File: src/design/disp_pkg.sv
// Shared format codes, register indices, width types and stream FSM states
package disp_pkg;

    // Pixel format code carried with every pixel
    typedef logic [1:0] fmt_t;

    localparam fmt_t FMT_RGB  = 2'd0;
    localparam fmt_t FMT_YUV  = 2'd1;
    localparam fmt_t FMT_MONO = 2'd2;
    localparam fmt_t FMT_RAW  = 2'd3;

    typedef logic [11:0] line_len_t;   // Pixels per line
    typedef logic [7:0]  blank_len_t;  // Blanking cycles
    typedef logic [15:0] line_cnt_t;   // Completed lines, wraps

    // Word index, address bits 3..2
    typedef logic [1:0] wb_addr_t;

    localparam wb_addr_t REG_CTRL      = 2'd0;  // [0] enable, [2:1] format
    localparam wb_addr_t REG_LINE_LEN  = 2'd1;
    localparam wb_addr_t REG_BLANK_LEN = 2'd2;
    localparam wb_addr_t REG_STATUS    = 2'd3;  // Read only

    // Bit positions inside CTRL
    localparam int CTRL_EN_BIT  = 0;
    localparam int CTRL_FMT_LSB = 1;

    typedef enum logic [1:0] {
        ST_IDLE   = 2'd0,  // Not running
        ST_ACTIVE = 2'd1,  // Accepting pixels
        ST_BLANK  = 2'd2   // Waiting out blanking
    } stream_state_t;

endpackage
File: src/design/disp_codec_top.sv
// Display codec top level joining config slave, line FSM, timer and converter
`timescale 1ns/1ps

module disp_codec_top #(
    parameter int IN_WIDTH  = 32,
    parameter int OUT_WIDTH = 16
) (
    input  logic                 gated_clk,
    input  logic                 rst_n,
    input  logic                 wb_cyc,
    input  logic                 wb_stb,
    input  logic                 wb_we,
    input  disp_pkg::wb_addr_t   wb_adr,
    input  logic [31:0]          wb_dat_w,
    input  logic                 pix_valid,
    input  logic [IN_WIDTH-1:0]  pix_data,
    output logic [31:0]          wb_dat_r,
    output logic                 wb_ack,
    output logic                 pix_ready,
    output logic                 out_valid,
    output logic [OUT_WIDTH-1:0] out_data,
    output logic                 out_line_end
);
    import disp_pkg::*;

    logic       enable;
    fmt_t       fmt;
    line_len_t  line_len;
    blank_len_t blank_len;
    line_cnt_t  line_count;
    logic       timer_load, timer_sel_blank, timer_tick, timer_done;
    logic       line_last;
    logic       accept;

    assign accept = pix_valid & pix_ready;  // Pixel transfer strobe

    wb_cfg_regs u_regs (
        .gated_clk (gated_clk),  .rst_n    (rst_n),
        .wb_cyc    (wb_cyc),     .wb_stb   (wb_stb),
        .wb_we     (wb_we),      .wb_adr   (wb_adr),
        .wb_dat_w  (wb_dat_w),   .line_count (line_count),
        .wb_dat_r  (wb_dat_r),   .wb_ack   (wb_ack),
        .enable    (enable),     .fmt      (fmt),
        .line_len  (line_len),   .blank_len (blank_len)
    );

    stream_ctrl_fsm u_fsm (
        .gated_clk  (gated_clk),  .rst_n      (rst_n),
        .enable     (enable),     .pix_valid  (pix_valid),
        .timer_done (timer_done), .pix_ready  (pix_ready),
        .timer_load (timer_load), .timer_sel_blank (timer_sel_blank),
        .timer_tick (timer_tick), .line_last  (line_last)
    );

    line_timer u_timer (
        .gated_clk (gated_clk),  .rst_n     (rst_n),
        .load      (timer_load), .sel_blank (timer_sel_blank),
        .tick      (timer_tick), .line_len  (line_len),
        .blank_len (blank_len),  .line_end  (line_last),
        .done      (timer_done), .line_count (line_count)
    );

    pixel_format_conv #(
        .IN_WIDTH  (IN_WIDTH),
        .OUT_WIDTH (OUT_WIDTH)
    ) u_conv (
        .gated_clk    (gated_clk),    .rst_n       (rst_n),
        .in_valid     (accept),       .in_line_end (line_last),
        .in_data      (pix_data),     .fmt         (fmt),
        .out_valid    (out_valid),    .out_line_end (out_line_end),
        .out_data     (out_data)
    );

endmodule

File: src/design/pixel_format_conv.sv
// Four-stage pixel format converter with per-pixel valid, line end and format
`timescale 1ns/1ps

module pixel_format_conv #(
    parameter int IN_WIDTH  = 32,
    parameter int OUT_WIDTH = 16
) (
    input  logic                 gated_clk,
    input  logic                 rst_n,
    input  logic                 in_valid,
    input  logic                 in_line_end,
    input  logic [IN_WIDTH-1:0]  in_data,
    input  disp_pkg::fmt_t       fmt,
    output logic                 out_valid,
    output logic                 out_line_end,
    output logic [OUT_WIDTH-1:0] out_data
);
    import disp_pkg::*;

    localparam bit RGB_OK = (IN_WIDTH >= 24) && (OUT_WIDTH >= 16);

    localparam logic [1:0] MODE_RGB  = 2'd0;
    localparam logic [1:0] MODE_MONO = 2'd1;
    localparam logic [1:0] MODE_PASS = 2'd3;

    logic [IN_WIDTH-1:0]  data1, data2;
    fmt_t                 fmt1, fmt2;
    logic                 valid1, valid2, valid3;
    logic                 le1, le2, le3;
    logic [1:0]           mode;
    logic [OUT_WIDTH-1:0] rgb_word;
    logic [OUT_WIDTH-1:0] pass_word;
    logic [OUT_WIDTH-1:0] conv_word;
    logic [OUT_WIDTH-1:0] conv_q;

    // Flags advance every cycle
    always_ff @(posedge gated_clk or negedge rst_n) begin
        if (!rst_n) begin
            {valid1, valid2, valid3, out_valid} <= '0;
            {le1, le2, le3, out_line_end}       <= '0;
        end else begin
            {valid1, valid2, valid3, out_valid} <= {in_valid, valid1, valid2, valid3};
            {le1, le2, le3, out_line_end}       <= {in_line_end, le1, le2, le3};
        end
    end

    // Payload only moves with its valid flag
    always_ff @(posedge gated_clk) begin
        if (in_valid) begin
            data1 <= in_data;
            fmt1  <= fmt;    // Format sampled at acceptance
        end
        if (valid1) begin
            data2 <= data1;
            fmt2  <= fmt1;
        end
        if (valid2) conv_q   <= conv_word;
        if (valid3) out_data <= conv_q;
    end

    assign pass_word = data2[IN_WIDTH-1 -: OUT_WIDTH];  // Top bits

    generate
        if (RGB_OK) begin : g_rgb
            // R5 G6 B5 from the upper three bytes, low extras zero
            assign rgb_word = {data2[IN_WIDTH-1 -: 5],
                               data2[IN_WIDTH-9 -: 6],
                               data2[IN_WIDTH-17 -: 5],
                               {(OUT_WIDTH-16){1'b0}}};
        end else begin : g_no_rgb
            assign rgb_word = pass_word;
        end
    endgenerate

    always_comb begin
        case (fmt2)
            FMT_RGB:  mode = RGB_OK ? MODE_RGB : MODE_PASS;
            FMT_MONO: mode = MODE_MONO;
            default:  mode = MODE_PASS;  // YUV and RAW
        endcase
    end

    always_comb begin
        case (mode)
            MODE_RGB:  conv_word = rgb_word;
            MODE_MONO: conv_word = {OUT_WIDTH{data2[IN_WIDTH-1]}};
            default:   conv_word = pass_word;
        endcase
    end

endmodule

File: src/design/stream_ctrl_fsm.sv
// Line sequencing FSM for pixel acceptance, timer control and line end flag
`timescale 1ns/1ps

module stream_ctrl_fsm (
    input  logic gated_clk,
    input  logic rst_n,
    input  logic enable,
    input  logic pix_valid,
    input  logic timer_done,
    output logic pix_ready,
    output logic timer_load,
    output logic timer_sel_blank,
    output logic timer_tick,
    output logic line_last
);
    import disp_pkg::*;

    stream_state_t state;
    stream_state_t state_next;
    logic          accept;

    assign pix_ready = (state == ST_ACTIVE);
    assign accept    = pix_valid & pix_ready;

    always_ff @(posedge gated_clk or negedge rst_n) begin
        if (!rst_n) begin
            state <= ST_IDLE;
        end else begin
            state <= state_next;
        end
    end

    always_comb begin
        state_next      = state;
        timer_load      = 1'b0;
        timer_sel_blank = 1'b0;
        timer_tick      = 1'b0;
        line_last       = 1'b0;
        case (state)
            ST_IDLE: begin
                if (enable) begin
                    timer_load = 1'b1;  // Arm for a full line
                    state_next = ST_ACTIVE;
                end
            end
            ST_ACTIVE: begin
                // Enable is not checked here so the line always completes
                if (accept && timer_done) begin
                    line_last       = 1'b1;
                    timer_load      = 1'b1;
                    timer_sel_blank = 1'b1;
                    state_next      = ST_BLANK;
                end else if (accept) begin
                    timer_tick = 1'b1;
                end
            end
            ST_BLANK: begin
                if (timer_done) begin
                    if (enable) begin
                        timer_load = 1'b1;
                        state_next = ST_ACTIVE;
                    end else begin
                        state_next = ST_IDLE;
                    end
                end else begin
                    timer_tick = 1'b1;  // One per blanking cycle
                end
            end
            default: state_next = ST_IDLE;
        endcase
    end

endmodule

File: src/design/line_timer.sv
// Shared line and blanking down-counter with completed line counter
`timescale 1ns/1ps

module line_timer (
    input  logic                  gated_clk,
    input  logic                  rst_n,
    input  logic                  load,
    input  logic                  sel_blank,
    input  logic                  tick,
    input  disp_pkg::line_len_t   line_len,
    input  disp_pkg::blank_len_t  blank_len,
    input  logic                  line_end,
    output logic                  done,
    output disp_pkg::line_cnt_t   line_count
);
    import disp_pkg::*;

    line_len_t cnt;
    line_len_t limit;
    line_len_t load_val;

    // Blanking length widened to the counter
    assign limit = sel_blank ? line_len_t'(blank_len) : line_len;

    // Zero limit behaves as one
    assign load_val = (limit == '0) ? '0 : limit - 1'b1;

    assign done = (cnt == '0);

    always_ff @(posedge gated_clk or negedge rst_n) begin
        if (!rst_n) begin
            cnt <= '0;
        end else if (load) begin
            cnt <= load_val;  // Load wins over tick
        end else if (tick && !done) begin
            cnt <= cnt - 1'b1;
        end
    end

    // Counts on the accepting edge of each last pixel
    always_ff @(posedge gated_clk or negedge rst_n) begin
        if (!rst_n) begin
            line_count <= '0;
        end else if (line_end) begin
            line_count <= line_count + 1'b1;
        end
    end

endmodule

File: src/design/wb_cfg_regs.sv
// Wishbone classic configuration slave with control, line, blanking and status registers
`timescale 1ns/1ps

module wb_cfg_regs (
    input  logic                  gated_clk,
    input  logic                  rst_n,
    input  logic                  wb_cyc,
    input  logic                  wb_stb,
    input  logic                  wb_we,
    input  disp_pkg::wb_addr_t    wb_adr,
    input  logic [31:0]           wb_dat_w,
    input  disp_pkg::line_cnt_t   line_count,
    output logic [31:0]           wb_dat_r,
    output logic                  wb_ack,
    output logic                  enable,
    output disp_pkg::fmt_t        fmt,
    output disp_pkg::line_len_t   line_len,
    output disp_pkg::blank_len_t  blank_len
);
    import disp_pkg::*;

    logic        req;
    logic        acked;    // This strobe already got its ack
    logic        ack_next;
    logic [31:0] rd_word;

    assign req      = wb_cyc & wb_stb;
    assign ack_next = req & ~wb_ack & ~acked;

    // One ack per strobe, held off until stb drops
    always_ff @(posedge gated_clk or negedge rst_n) begin
        if (!rst_n) begin
            wb_ack <= 1'b0;
            acked  <= 1'b0;
        end else begin
            wb_ack <= ack_next;
            acked  <= req & (acked | wb_ack);
        end
    end

    // Writes land on the edge that raises ack
    always_ff @(posedge gated_clk or negedge rst_n) begin
        if (!rst_n) begin
            enable    <= 1'b0;
            fmt       <= FMT_RGB;
            line_len  <= '0;
            blank_len <= '0;
        end else if (ack_next && wb_we) begin
            case (wb_adr)
                REG_CTRL: begin
                    enable <= wb_dat_w[CTRL_EN_BIT];
                    fmt    <= wb_dat_w[CTRL_FMT_LSB +: 2];
                end
                REG_LINE_LEN:  line_len  <= wb_dat_w[11:0];
                REG_BLANK_LEN: blank_len <= wb_dat_w[7:0];
                default: ;  // STATUS ignores writes
            endcase
        end
    end

    // Read mux
    always_comb begin
        rd_word = '0;
        case (wb_adr)
            REG_CTRL: begin
                rd_word[CTRL_EN_BIT]      = enable;
                rd_word[CTRL_FMT_LSB +: 2] = fmt;
            end
            REG_LINE_LEN:  rd_word[11:0] = line_len;
            REG_BLANK_LEN: rd_word[7:0]  = blank_len;
            default:       rd_word[15:0] = line_count;
        endcase
    end

    // Read data held alongside ack
    always_ff @(posedge gated_clk) begin
        if (ack_next && !wb_we) begin
            wb_dat_r <= rd_word;
        end
    end

endmodule

File: config.mk
export PLATFORM = sky130hd
export DESIGN_NAME = disp_codec_top
export DESIGN_NICKNAME = d
export VERILOG_FILES = /design/src/design/disp_pkg.sv /design/src/design/disp_codec_top.sv /design/src/design/pixel_format_conv.sv /design/src/design/stream_ctrl_fsm.sv /design/src/design/line_timer.sv /design/src/design/wb_cfg_regs.sv
export SDC_FILE = /design/constraint.sdc
export NUM_CORES = 1
export LEC_CHECK = 0
export ABC_AREA = 1
export BUFFER_PORTS_ARGS = -buffer_cell sky130_fd_sc_hd__buf_2
export CAP_MARGIN = 0
export CORE_ASPECT_RATIO = 1.5
export CORE_MARGIN = 2
export CORE_UTILIZATION = 50
export DETAILED_ROUTE_END_ITERATION = 10
export PLACE_DENSITY = 0.76
export SLEW_MARGIN = 30
export SYNTH_ARGS = -nofsm -noshare
export SYNTH_HDL_FRONTEND = slang
export SYNTH_SLANG_ARGS = --single-unit
File: constraint.sdc
create_clock -name gated_clk -period 2.4 [get_ports gated_clk]
set_input_delay 0.36 -clock gated_clk [delete_from_list [all_inputs] [get_ports gated_clk]]
set_output_delay 0.36 -clock gated_clk [all_outputs]
set_load 0.02 [all_outputs]
# ---- Yosys cells after proc, flatten, opt, wreduce, memory -nomap -nowiden
# Index checks and enable logic that the tools add are counted.
dict set report totals {
  ff_bits 179
  out_inout_bits 52
}
dict set report op_classes {
  addsub 3
  n_eq_ne 9
  muxes 23
  bitwise_logic 8
  n_reduce_logical 19
}
# operator count
set ops {}
lappend ops {{12-bit two-way mux} 4}
lappend ops {{15-bit case mux with 2 select lines} 1}
lappend ops {{12-bit zero test} 2}
lappend ops {{12-bit by 1-bit subtractor with 12-bit output, second input constant} 2}
lappend ops {{16-bit by 1-bit adder with 16-bit output, second input constant} 1}
lappend ops {{5-bit case mux with 3 select lines} 1}
lappend ops {{3-bit case mux with 3 select lines} 1}
lappend ops {{2-bit zero test} 4}
lappend ops {{1-bit two-way mux} 8}
lappend ops {{4-bit case mux with 2 select lines} 1}
lappend ops {{2-bit by 1-bit equality test with 1-bit output, second input constant} 3}
lappend ops {{2-bit equality test, second input constant} 3}
lappend ops {{2-bit two-way mux} 3}
lappend ops {{2-bit case mux with 3 select lines} 1}
lappend ops {{2-bit AND reduction} 3}
lappend ops {{1-bit bitwise AND} 5}
lappend ops {{1-bit logical AND} 4}
lappend ops {{2-bit != test, second input constant} 2}
lappend ops {{2-bit case mux with 2 select lines} 1}
lappend ops {{1-bit case mux with 3 select lines} 1}
lappend ops {{3-bit AND reduction} 1}
lappend ops {{3-bit OR reduction} 1}
lappend ops {{1-bit zero test} 2}
lappend ops {{2-bit by 1-bit != test with 1-bit output, second input constant} 1}
lappend ops {{5 further kinds} 6}

# ---- Logic depth before layout (Yosys ltp)
# Gate-level depths: netlist of the first run.
dict set report depth {
  word_depth 9
  depth_mapped 15
  mapped_depth_nobuf 15
}

# ---- Modules after synthesis
# Synthesis of the first run repeated with hierarchy kept, for this count alone.
dict set report unflattened {
  cells_unflattened 676
  area_unflattened_um2 7153.1
}
# module instances cells_each area_per_inst_um2 seq_area_each_um2
set modules_own_cells {}
lappend modules_own_cells {pixel_format_conv 1 134 2817.7 2542.4}
lappend modules_own_cells {line_timer 1 297 2142.1 700.7}
lappend modules_own_cells {wb_cfg_regs 1 203 1945.6 1106.1}
lappend modules_own_cells {stream_ctrl_fsm 1 40 240.2 50.0}
lappend modules_own_cells {disp_codec_top 1 2 7.5 0.0}

# ---- Worst setup path after synthesis of the first run
# No wires, ideal clock.
dict set report synth_timing {
  kind {register to register}
  from {reg u_regs.wb_ack}
  to {reg u_regs.wb_dat_r[0], enable pin}
  setup_time_ns 0.430
  arrival_ns 2.157
  required_ns 1.970
  path_slack_ns -0.187
  path_stages_with_launch 2
  path_buffers 0
  period_less_slack_ns 2.587
  path_cell_list {dfrtp_1 -> nor4_1}
}
dict set report synth_via {
  elab_chain_cells 4
}
# element line
set synth_rtl {}
lappend synth_rtl {{start: declaration} wb_cfg_regs.sv:14} ;# output logic wb_ack,
lappend synth_rtl {{start signal: assignment} wb_cfg_regs.sv:36} ;# wb_ack <= ack_next;
lappend synth_rtl {{1-bit NOT} wb_cfg_regs.sv:28} ;# assign ack_next = req & ~wb_ack & ~acked;
lappend synth_rtl {{1-bit bitwise AND (2 in a row)} wb_cfg_regs.sv:28}
lappend synth_rtl {{1-bit logical AND} wb_cfg_regs.sv:77} ;# if (ack_next && !wb_we) begin
lappend synth_rtl {{end signal: assignment} wb_cfg_regs.sv:78} ;# wb_dat_r <= rd_word;
lappend synth_rtl {{end: declaration} wb_cfg_regs.sv:13} ;# output logic [31:0] wb_dat_r,
# No other way between the ends.
# A chain may end at the register's enable or synchronous reset.

# ---- Final worst setup path of the first run
dict set report layout_timing {
  from {reg u_timer.cnt[0]}
  to {reg u_timer.cnt[4]}
}
dict set report layout_via {
  elab_chain_cells 8
  elab_cells_between_ends 19
}
# element line
set layout_rtl {}
lappend layout_rtl {{start: declaration} line_timer.sv:18} ;# line_len_t cnt;
lappend layout_rtl {{start signal: assignment} line_timer.sv:34} ;# cnt <= load_val;
lappend layout_rtl {{start signal: assignment} line_timer.sv:36} ;# cnt <= cnt - 1'b1;
lappend layout_rtl {{12-bit zero test} line_timer.sv:28} ;# assign done = (cnt == '0);
lappend layout_rtl {{1-bit logical AND} stream_ctrl_fsm.sv:48} ;# if (accept && timer_done) begin
lappend layout_rtl {{1-bit two-way mux} stream_ctrl_fsm.sv:48}
lappend layout_rtl {{1-bit two-way mux} stream_ctrl_fsm.sv:39} ;# case (state)
lappend layout_rtl {{12-bit two-way mux} line_timer.sv:23} ;# assign limit = sel_blank ? line_len_t'(blank_len) : line_len;
lappend layout_rtl {{12-bit by 1-bit subtractor with 12-bit output / 12-bit zero test (equally long branches)} line_timer.sv:26} ;# assign load_val = (limit == '0) ? '0 : limit - 1'b1;
lappend layout_rtl {{12-bit two-way mux} line_timer.sv:26}
lappend layout_rtl {{12-bit two-way mux} line_timer.sv:33} ;# end else if (load) begin
# Parallel ways exist; a longest one is shown, timed or not. The select of a mux whose other input is x is not followed.

==> flow_metrics.env, run 1 <==
export IMPL_nets=821
export IMPL_insertedDiodeCount=0
export IMPL_vias=4851
export IMPL_relSlewSlack=0.489
export IMPL_cts_inserted_buffers=17
export IMPL_synth_edf_count=94
export IMPL_leakage_uw=0.00367
export IMPL_power_uw=8240
export IMPL_fmaxAchievable_mhz=440
export IMPL_portBuffers=76
export IMPL_num_rows=52
export IMPL_critPathLaunchType="flop"
export IMPL_ys_ff_latch=157
export IMPL_grt_total_usage=0.211
export IMPL_die_h_um=148
export IMPL_drt_wl_total_mm=14.9
export IMPL_hpwl_mm=10.8
export IMPL_antenna_found_initial=0
export IMPL_cpPeakStageDelay_ns=0.39
export IMPL_worst_clock_skew_ns=0.0148
export IMPL_drv_cap=0
export IMPL_drive_gt1_frac=0.270
export IMPL_cpMaxStageDelayCell="dfrtp_1"
export IMPL_status="finished clean"
export IMPL_clk_pin_slew_worst_paths_ns=0.07
export IMPL_placed_cells=873
export IMPL_hold_violations=0
export IMPL_synthToLayoutAreaGrowth_pct=20.3
export IMPL_maxSlewViolCount=0
export IMPL_hp_class="primary input to async pin"
export IMPL_synth_main_ff_cell="edfxtp_1"
export IMPL_initial_core_util=0.511
export IMPL_fp_dieW_um=99.8
export IMPL_ant_nets=0
export IMPL_fin_crit_sh=0.947
export IMPL_p_int_uw=5560
export IMPL_hold_ws_ns=0.000785
export IMPL_setup_viol=0
export IMPL_p_sw_frac=0.325
export IMPL_clk_latency_ns=0.43
export IMPL_critPathKind="flop to flop"
export IMPL_worst_pin_slew_ns=0.766
export IMPL_critPathRequiredTime_ns=2.70
export IMPL_final_cells=914
export IMPL_htreeDepth=4
export IMPL_cts_sinks=157
export IMPL_final_util=0.615
export IMPL_drtIter0Drc=373
export IMPL_clockPowerShare=0.315
export IMPL_synth_async_reset_ratio=0.401
export IMPL_wl_per_cell_um=16.3
export IMPL_ir_worst_vdd_v=0.000520
export IMPL_synthesis_instances=623
export IMPL_switching_power_uw=2680
export IMPL_crit_chain="inv_1 > ha_4 > inv_1 > nor2_2 > nand3_2 > nor2_4 > nand3_1 > nand2_2 > ha_1 > nand3_1 > nor2_2 > a21oi_4 > buf_4 > o21ai_0 > a21oi_1"
export IMPL_detail_route_first_pass_iterations=5
export IMPL_setup_tns_ns=0
export IMPL_yosysSeqAreaShare=0.639
export IMPL_grt_pass1_wl_mm=23.9
export IMPL_seqPwrFrac=0.449
export IMPL_crit_buf_inv=3
export IMPL_crit_path_end_kind="flop"
export IMPL_grt_overflow_total=0
export IMPL_via_per_inst=5.31
export IMPL_min_period_ns=2.27
export IMPL_ys_warn_count=0
export IMPL_cp_arrival_ns=2.58
export IMPL_path_delay_family="simple AND/OR/NAND/NOR gates"
export IMPL_syn_avg_cell_area_um2=11.1
export IMPL_cts_buffer_depth=2
export IMPL_grt_pass1_vias=4996
export IMPL_grt_max_degree=34
export IMPL_dieArea_um2=14700
export IMPL_drc=0
export IMPL_p_per_area_nw_per_um2=995
export IMPL_cp_max_fo=4
export IMPL_io_pins=124
export IMPL_place_gp_congestion=0.905
export IMPL_cts_tree="done"
export IMPL_core_area_um2=13500
export IMPL_syn_area_um2=6890
export IMPL_synth_cell_types=39
export IMPL_clockRootBuffer="clkbuf_16"
export IMPL_combPwrFrac=0.236
power groups by stage:
stage                     Clock, uW  Sequential, uW  Combinational (uW)
after floorplan                   0            3720                1230
after global placement            0            3710                1730
after detailed placement          0            3750                1810
after CTS                      2640            3700                1830
after global routing           2750            3750                2180
final                          2600            3700                1940
cell type report:
cell class	count	area [um^2]
Inverter	69	259
Sequential cell	157	4400
Clock buffer	18	429
Multi-Input combinational cell	383	2190
Tap cell	162	203
Clock inverter	14	154
Timing Repair Buffer	111	656
Fill cell	990	5180
logic make-up after synthesis:
logic type	after synthesis	share of synthesized area
flops	157	0.639
xor+xnor	22	0.0280
buf+inv	98	0.0654
simple gates	252	0.174
compound gates	79	0.0690
fa+ha+maj	10	0.0182
other cells	1	0.000544
mux	4	0.00654
per-stage QoR:
step	area, um^2	setup slack, ns
after floorplan	6960	0.0270
after global placement	7560	-0.111
after detailed placement	7560	-0.204
after CTS	8150	-0.00680
after global routing	8290	-0.0194
final	8290	0.128
cells in the final DEF, fill, tap and decap left out, drive strengths merged:
cell type  instances
or3                1
o221ai             7
xnor2              2
bufinv             1
ha                10
a22o               1
nand3             39
clkinvlp           2
nor3               7
o31ai              2
edfxtp            94
clkbuf            18
inv               75
o21ai             47
dfrtp             63
conb              16
nand3b             1
and2               1
xor2              20
nor4               1
clkinv             5
nor2              51
a31oi              1
o21a               1
nand4             14
nand2            137
mux2               4
o22ai              3
buf              111
a21oi             17
worst paths after layout:
path | from | cells past startpoint | to | slack, ns
worst max-delay path | u_timer.cnt[0] | 15 | u_timer.cnt[4] | 0.13
worst min-delay path | rst_n | 1 | u_timer.cnt[3] | 0.0008
worst max register to register | u_timer.cnt[0] | 15 | u_timer.cnt[4] | 0.13
worst min register to register | u_conv.le2 | 0 | u_conv.le3 | 0.35
max in group asynchronous | rst_n | 2 | u_conv.valid2 | 1.73
min in group gated_clk | pix_data[25] | 1 | u_conv.data1[25] | 0.11
synthesized netlist by cell type, types with 2 or more instances:
| cell | count | area [um^2] |
|---|---|---|
| nand2_1 | 130 | 488 |
| edfxtp_1 | 94 | 2820 |
| inv_1 | 67 | 251 |
| dfrtp_1 | 63 | 1580 |
| o21ai_0 | 45 | 225 |
| nor2_1 | 40 | 150 |
| nand3_1 | 28 | 140 |
| xor2_1 | 20 | 175 |
| buf_4 | 18 | 135 |
| nand4_1 | 14 | 87.6 |
| ha_1 | 10 | 125 |
| nand3_2 | 10 | 100 |
| a21oi_2 | 9 | 78.8 |
| clkbuf_1 | 9 | 33.8 |
| a21oi_1 | 8 | 40.0 |
| nor3_1 | 7 | 35.0 |
| o221ai_1 | 7 | 61.3 |
| nand2_2 | 6 | 37.5 |
| nor2_2 | 6 | 37.5 |
| mux2_2 | 4 | 45.0 |
| nor2_4 | 4 | 45.0 |
| o22ai_1 | 3 | 18.8 |
| buf_6 | 2 | 22.5 |
| inv_2 | 2 | 7.51 |
| o31ai_1 | 2 | 15.0 |
| xnor2_1 | 2 | 17.5 |
what timing repair did:
action                                 in CTS  in global routing
setup endpoints to repair                  11                 13
endpoints found under the hold margin       0                  0
buffers inserted                            0                  9
pin swaps                                   1                  8
hold buffers                                0                  0
resized for setup                           2                 18
registers in the layout (all words and copies together), names as in the netlist, 2 cells and up:
signal / cells
u_timer.cnt: 12
u_conv.out_data: 16
u_conv.fmt1: 2
u_conv.data2: 21
u_timer.line_count: 16
u_regs.blank_len: 8
u_regs.wb_dat_r: 16
u_fsm.state: 2
u_conv.data1: 21
u_conv.fmt2: 2
u_regs.fmt: 2
u_regs.line_len: 12
u_conv.conv_q: 16
metal layers:
metal | GRT usage | wire length [um] | vias up
met4 | 0.0863 | 396 | 0
met5 | 0 | 0 | -
met3 | 0.0501 | 748 | 37
met2 | 0.391 | 8280 | 190
li1 | - | - | 2303
met1 | 0.226 | 5430 | 2321
worst register-to-register path, stage by stage (launching register included):
cell and delay, ns:
dfrtp_1 0.39, inv_1 0.13, ha_4 0.16, inv_1 0.06, nor2_2 0.10, nand3_2 0.10
nor2_4 0.15, nand3_1 0.11, nand2_2 0.12, ha_1 0.15, nand3_1 0.09, nor2_2 0.17
a21oi_4 0.10, buf_4 0.16, o21ai_0 0.08, a21oi_1 0.09
(Power assumes the default switching activity.)
==> inputs of run 2 (changes only) <==
--- a/config.mk
+++ b/config.mk
@@ -6,13 +6,13 @@
 export NUM_CORES = 1
 export LEC_CHECK = 0
 export ABC_AREA = 1
-export BUFFER_PORTS_ARGS = -buffer_cell sky130_fd_sc_hd__buf_2
 export CAP_MARGIN = 0
 export CORE_ASPECT_RATIO = 1.5
 export CORE_MARGIN = 2
-export CORE_UTILIZATION = 50
+export CORE_UTILIZATION = 57
 export DETAILED_ROUTE_END_ITERATION = 10
-export PLACE_DENSITY = 0.76
+export DONT_BUFFER_PORTS = 1
+export PLACE_DENSITY = 0.75
 export SLEW_MARGIN = 30
 export SYNTH_ARGS = -nofsm -noshare
 export SYNTH_HDL_FRONTEND = slang
==> run 2 against run 1 <==
  * Cell area is 2.9% lower
  * Combinational power up 3%
  * First-iteration DRC count up 8.0%
  * Critical endpoint is now u_timer.cnt[9]
  * Largest cell class unchanged
==> flow_metrics.env, run 2 (same netlist as run 1, synthesis figures left out) <==
export IMPL_drtIter0Drc=403
export IMPL_final_util=0.677
export IMPL_worst_pin_slew_ns=0.761
export IMPL_drive_gt1_frac=0.203
export IMPL_busiest_layer="met2"
export IMPL_wl_per_cell_um=19.4
export IMPL_crit_path_end_kind="flop"
export IMPL_synthToLayoutAreaGrowth_pct=16.9
export IMPL_status="finished clean"
export IMPL_ant_nets=0
export IMPL_hold_violations=0
export IMPL_fillCellCount=830
export IMPL_seqPwrFrac=0.443
export IMPL_relSlewSlack=0.491
export IMPL_clk_pin_slew_worst_paths_ns=0.07
export IMPL_min_period_ns=2.32
export IMPL_final_cell_mix="128 x nand2_1, 94 x edfxtp_1, 63 x inv_1, 63 x dfrtp_1, 45 x o21ai_0"
export IMPL_cts_inserted_buffers=17
export IMPL_met3_usage=0.0647
export IMPL_drv_cap=0
export IMPL_grt_total_usage=0.265
export IMPL_drc=0
export IMPL_ir_worst_vdd_v=0.000701
export IMPL_fin_ws_ns=0.0795
export IMPL_critPathLaunchType="flop"
export IMPL_reg_top3="u_conv.data1: 21 flops, u_conv.data2: 21 flops"
export IMPL_num_rows=49
export IMPL_detail_route_first_pass_iterations=5
export IMPL_grt_util_met2=0.501
export IMPL_clockPowerShare=0.321
export IMPL_cp_arrival_ns=2.63
export IMPL_grt_max_degree=64
export IMPL_fp_dieW_um=93.8
export IMPL_fin_crit_sh=0.967
export IMPL_antenna_found_initial=0
export IMPL_via_per_inst=5.65
export IMPL_p_int_uw=5740
export IMPL_worst_clock_skew_ns=0.00825
export IMPL_maxSlewViolCount=0
export IMPL_final_area_um2=8050
export IMPL_drt_wl_total_mm=16.3
export IMPL_register_area_um2=4400
export IMPL_core_area_um2=11900
export IMPL_leakage_uw=0.00344
export IMPL_dieArea_um2=13000
export IMPL_dp_worst_setup_slack_ns=-0.144
export IMPL_place_gp_congestion=0.945
export IMPL_io_pins=124
export IMPL_setup_viol=0
export IMPL_hpwl_mm=11.1
export IMPL_critPathKind="flop to flop"
export IMPL_portBuffers=0
export IMPL_initial_core_util=0.579
export IMPL_hp_class="primary input to flop"
export IMPL_insertedDiodeCount=0
export IMPL_switching_power_uw=2760
export IMPL_die_h_um=139
export IMPL_critPathRequiredTime_ns=2.71
export IMPL_final_common_cell="nand2_1"
export IMPL_clockRootBuffer="clkbuf_16"
export IMPL_place_area_um2=7250
export IMPL_grt_pass1_vias=4902
export IMPL_met1_usage=0.276
export IMPL_grt_overflow_total=0
export IMPL_grt_pass1_wl_mm=25.7
export IMPL_htreeDepth=4
export IMPL_p_sw_frac=0.324
export IMPL_nets=758
export IMPL_cts_sinks=157
export IMPL_fmaxAchievable_mhz=431
export IMPL_p_per_area_nw_per_um2=1060
export IMPL_cts_buffer_depth=2
export IMPL_vias=4760
export IMPL_multi_input_area_um2=2200
export IMPL_cts_tree="done"
export IMPL_clk_latency_ns=0.43
export IMPL_combPwrFrac=0.236
export IMPL_cp_max_fo=7
-- run 2: changes by cell type in the layout (fill, tap and decap cells not counted), sizes merged --
cell	before	now
buf	111	47
bufinv	1	2
clkbuf	18	19
clkinv	5	0
clkinvlp	2	5
dlygate4sd3	0	1
-- run 2: power groups by stage --
| stage | combinational (uW) | sequential (uW) | clock [uW] |
|---|---|---|---|
| final | 2000 | 3760 | 2730 |
| after global routing | 2220 | 3810 | 2870 |
| after CTS | 1820 | 3760 | 2750 |
| after detailed placement | 1750 | 3800 | 0 |
| after global placement | 1680 | 3770 | 0 |
| after floorplan | 1230 | 3720 | 0 |
-- run 2: repair_timing --
item / in CTS / in global routing
hold endpoints to repair: 63 / 0
hold buffers: 2 / 0
buffers inserted: 0 / 9
pin swaps: 0 / 12
endpoints found under the setup margin: 11 / 12
resized for setup: 3 / 22
-- run 2: through the flow --
stage,hold WS (ns),setup TNS [ns],total power (uW),std cells
finish,0.0203,0,8500,842
global route,0.000254,-0.321,8910,842
CTS,0.0111,0,8320,833
detailed placement,0.0688,-0.394,5550,799
global placement,0.0689,-0.156,5450,799
floorplan,0.0644,0,4950,638
-- run 2: final timing paths --
check                          startpoint                     end  slack (ns)  cells after the start
max                        u_timer.cnt[1]          u_timer.cnt[9]        0.08                     16
min                          pix_data[26]        u_conv.data1[26]        0.02                      0
max reg2reg                u_timer.cnt[1]          u_timer.cnt[9]        0.08                     16
min reg2reg                    u_conv.le1              u_conv.le2        0.36                      0
max in group asynchronous           rst_n  u_timer.line_count[10]        1.63                      2
min in group asynchronous           rst_n           u_regs.fmt[1]        0.50                      2
-- run 2: per-layer routing --
metal	vias to the layer above	routed length (um)
met5	-	0
met4	0	537
met3	52	697
met2	184	9620
met1	2352	5470
li1	2172	-
-- run 2: cell type report --
class,instances,share of cell area
Inverter,69,0.0322
Clock buffer,19,0.0550
Clock inverter,13,0.0193
Multi-Input combinational cell,383,0.273
Tap cell,153,0.0238
Sequential cell,157,0.547
Timing Repair Buffer,48,0.0501
-- run 2: critical path: stages (launching register included) --
cell     delay, ns
dfrtp_1       0.40
inv_2         0.09
ha_4          0.15
inv_1         0.05
nor2_1        0.12
nand3_2       0.11
nor2_4        0.17
nand3_1       0.08
nand2_1       0.10
buf_4         0.11
ha_1          0.17
nand3_1       0.10
nor2_2        0.17
a21oi_4       0.10
buf_4         0.17
nand3_2       0.08
a21oi_2       0.05
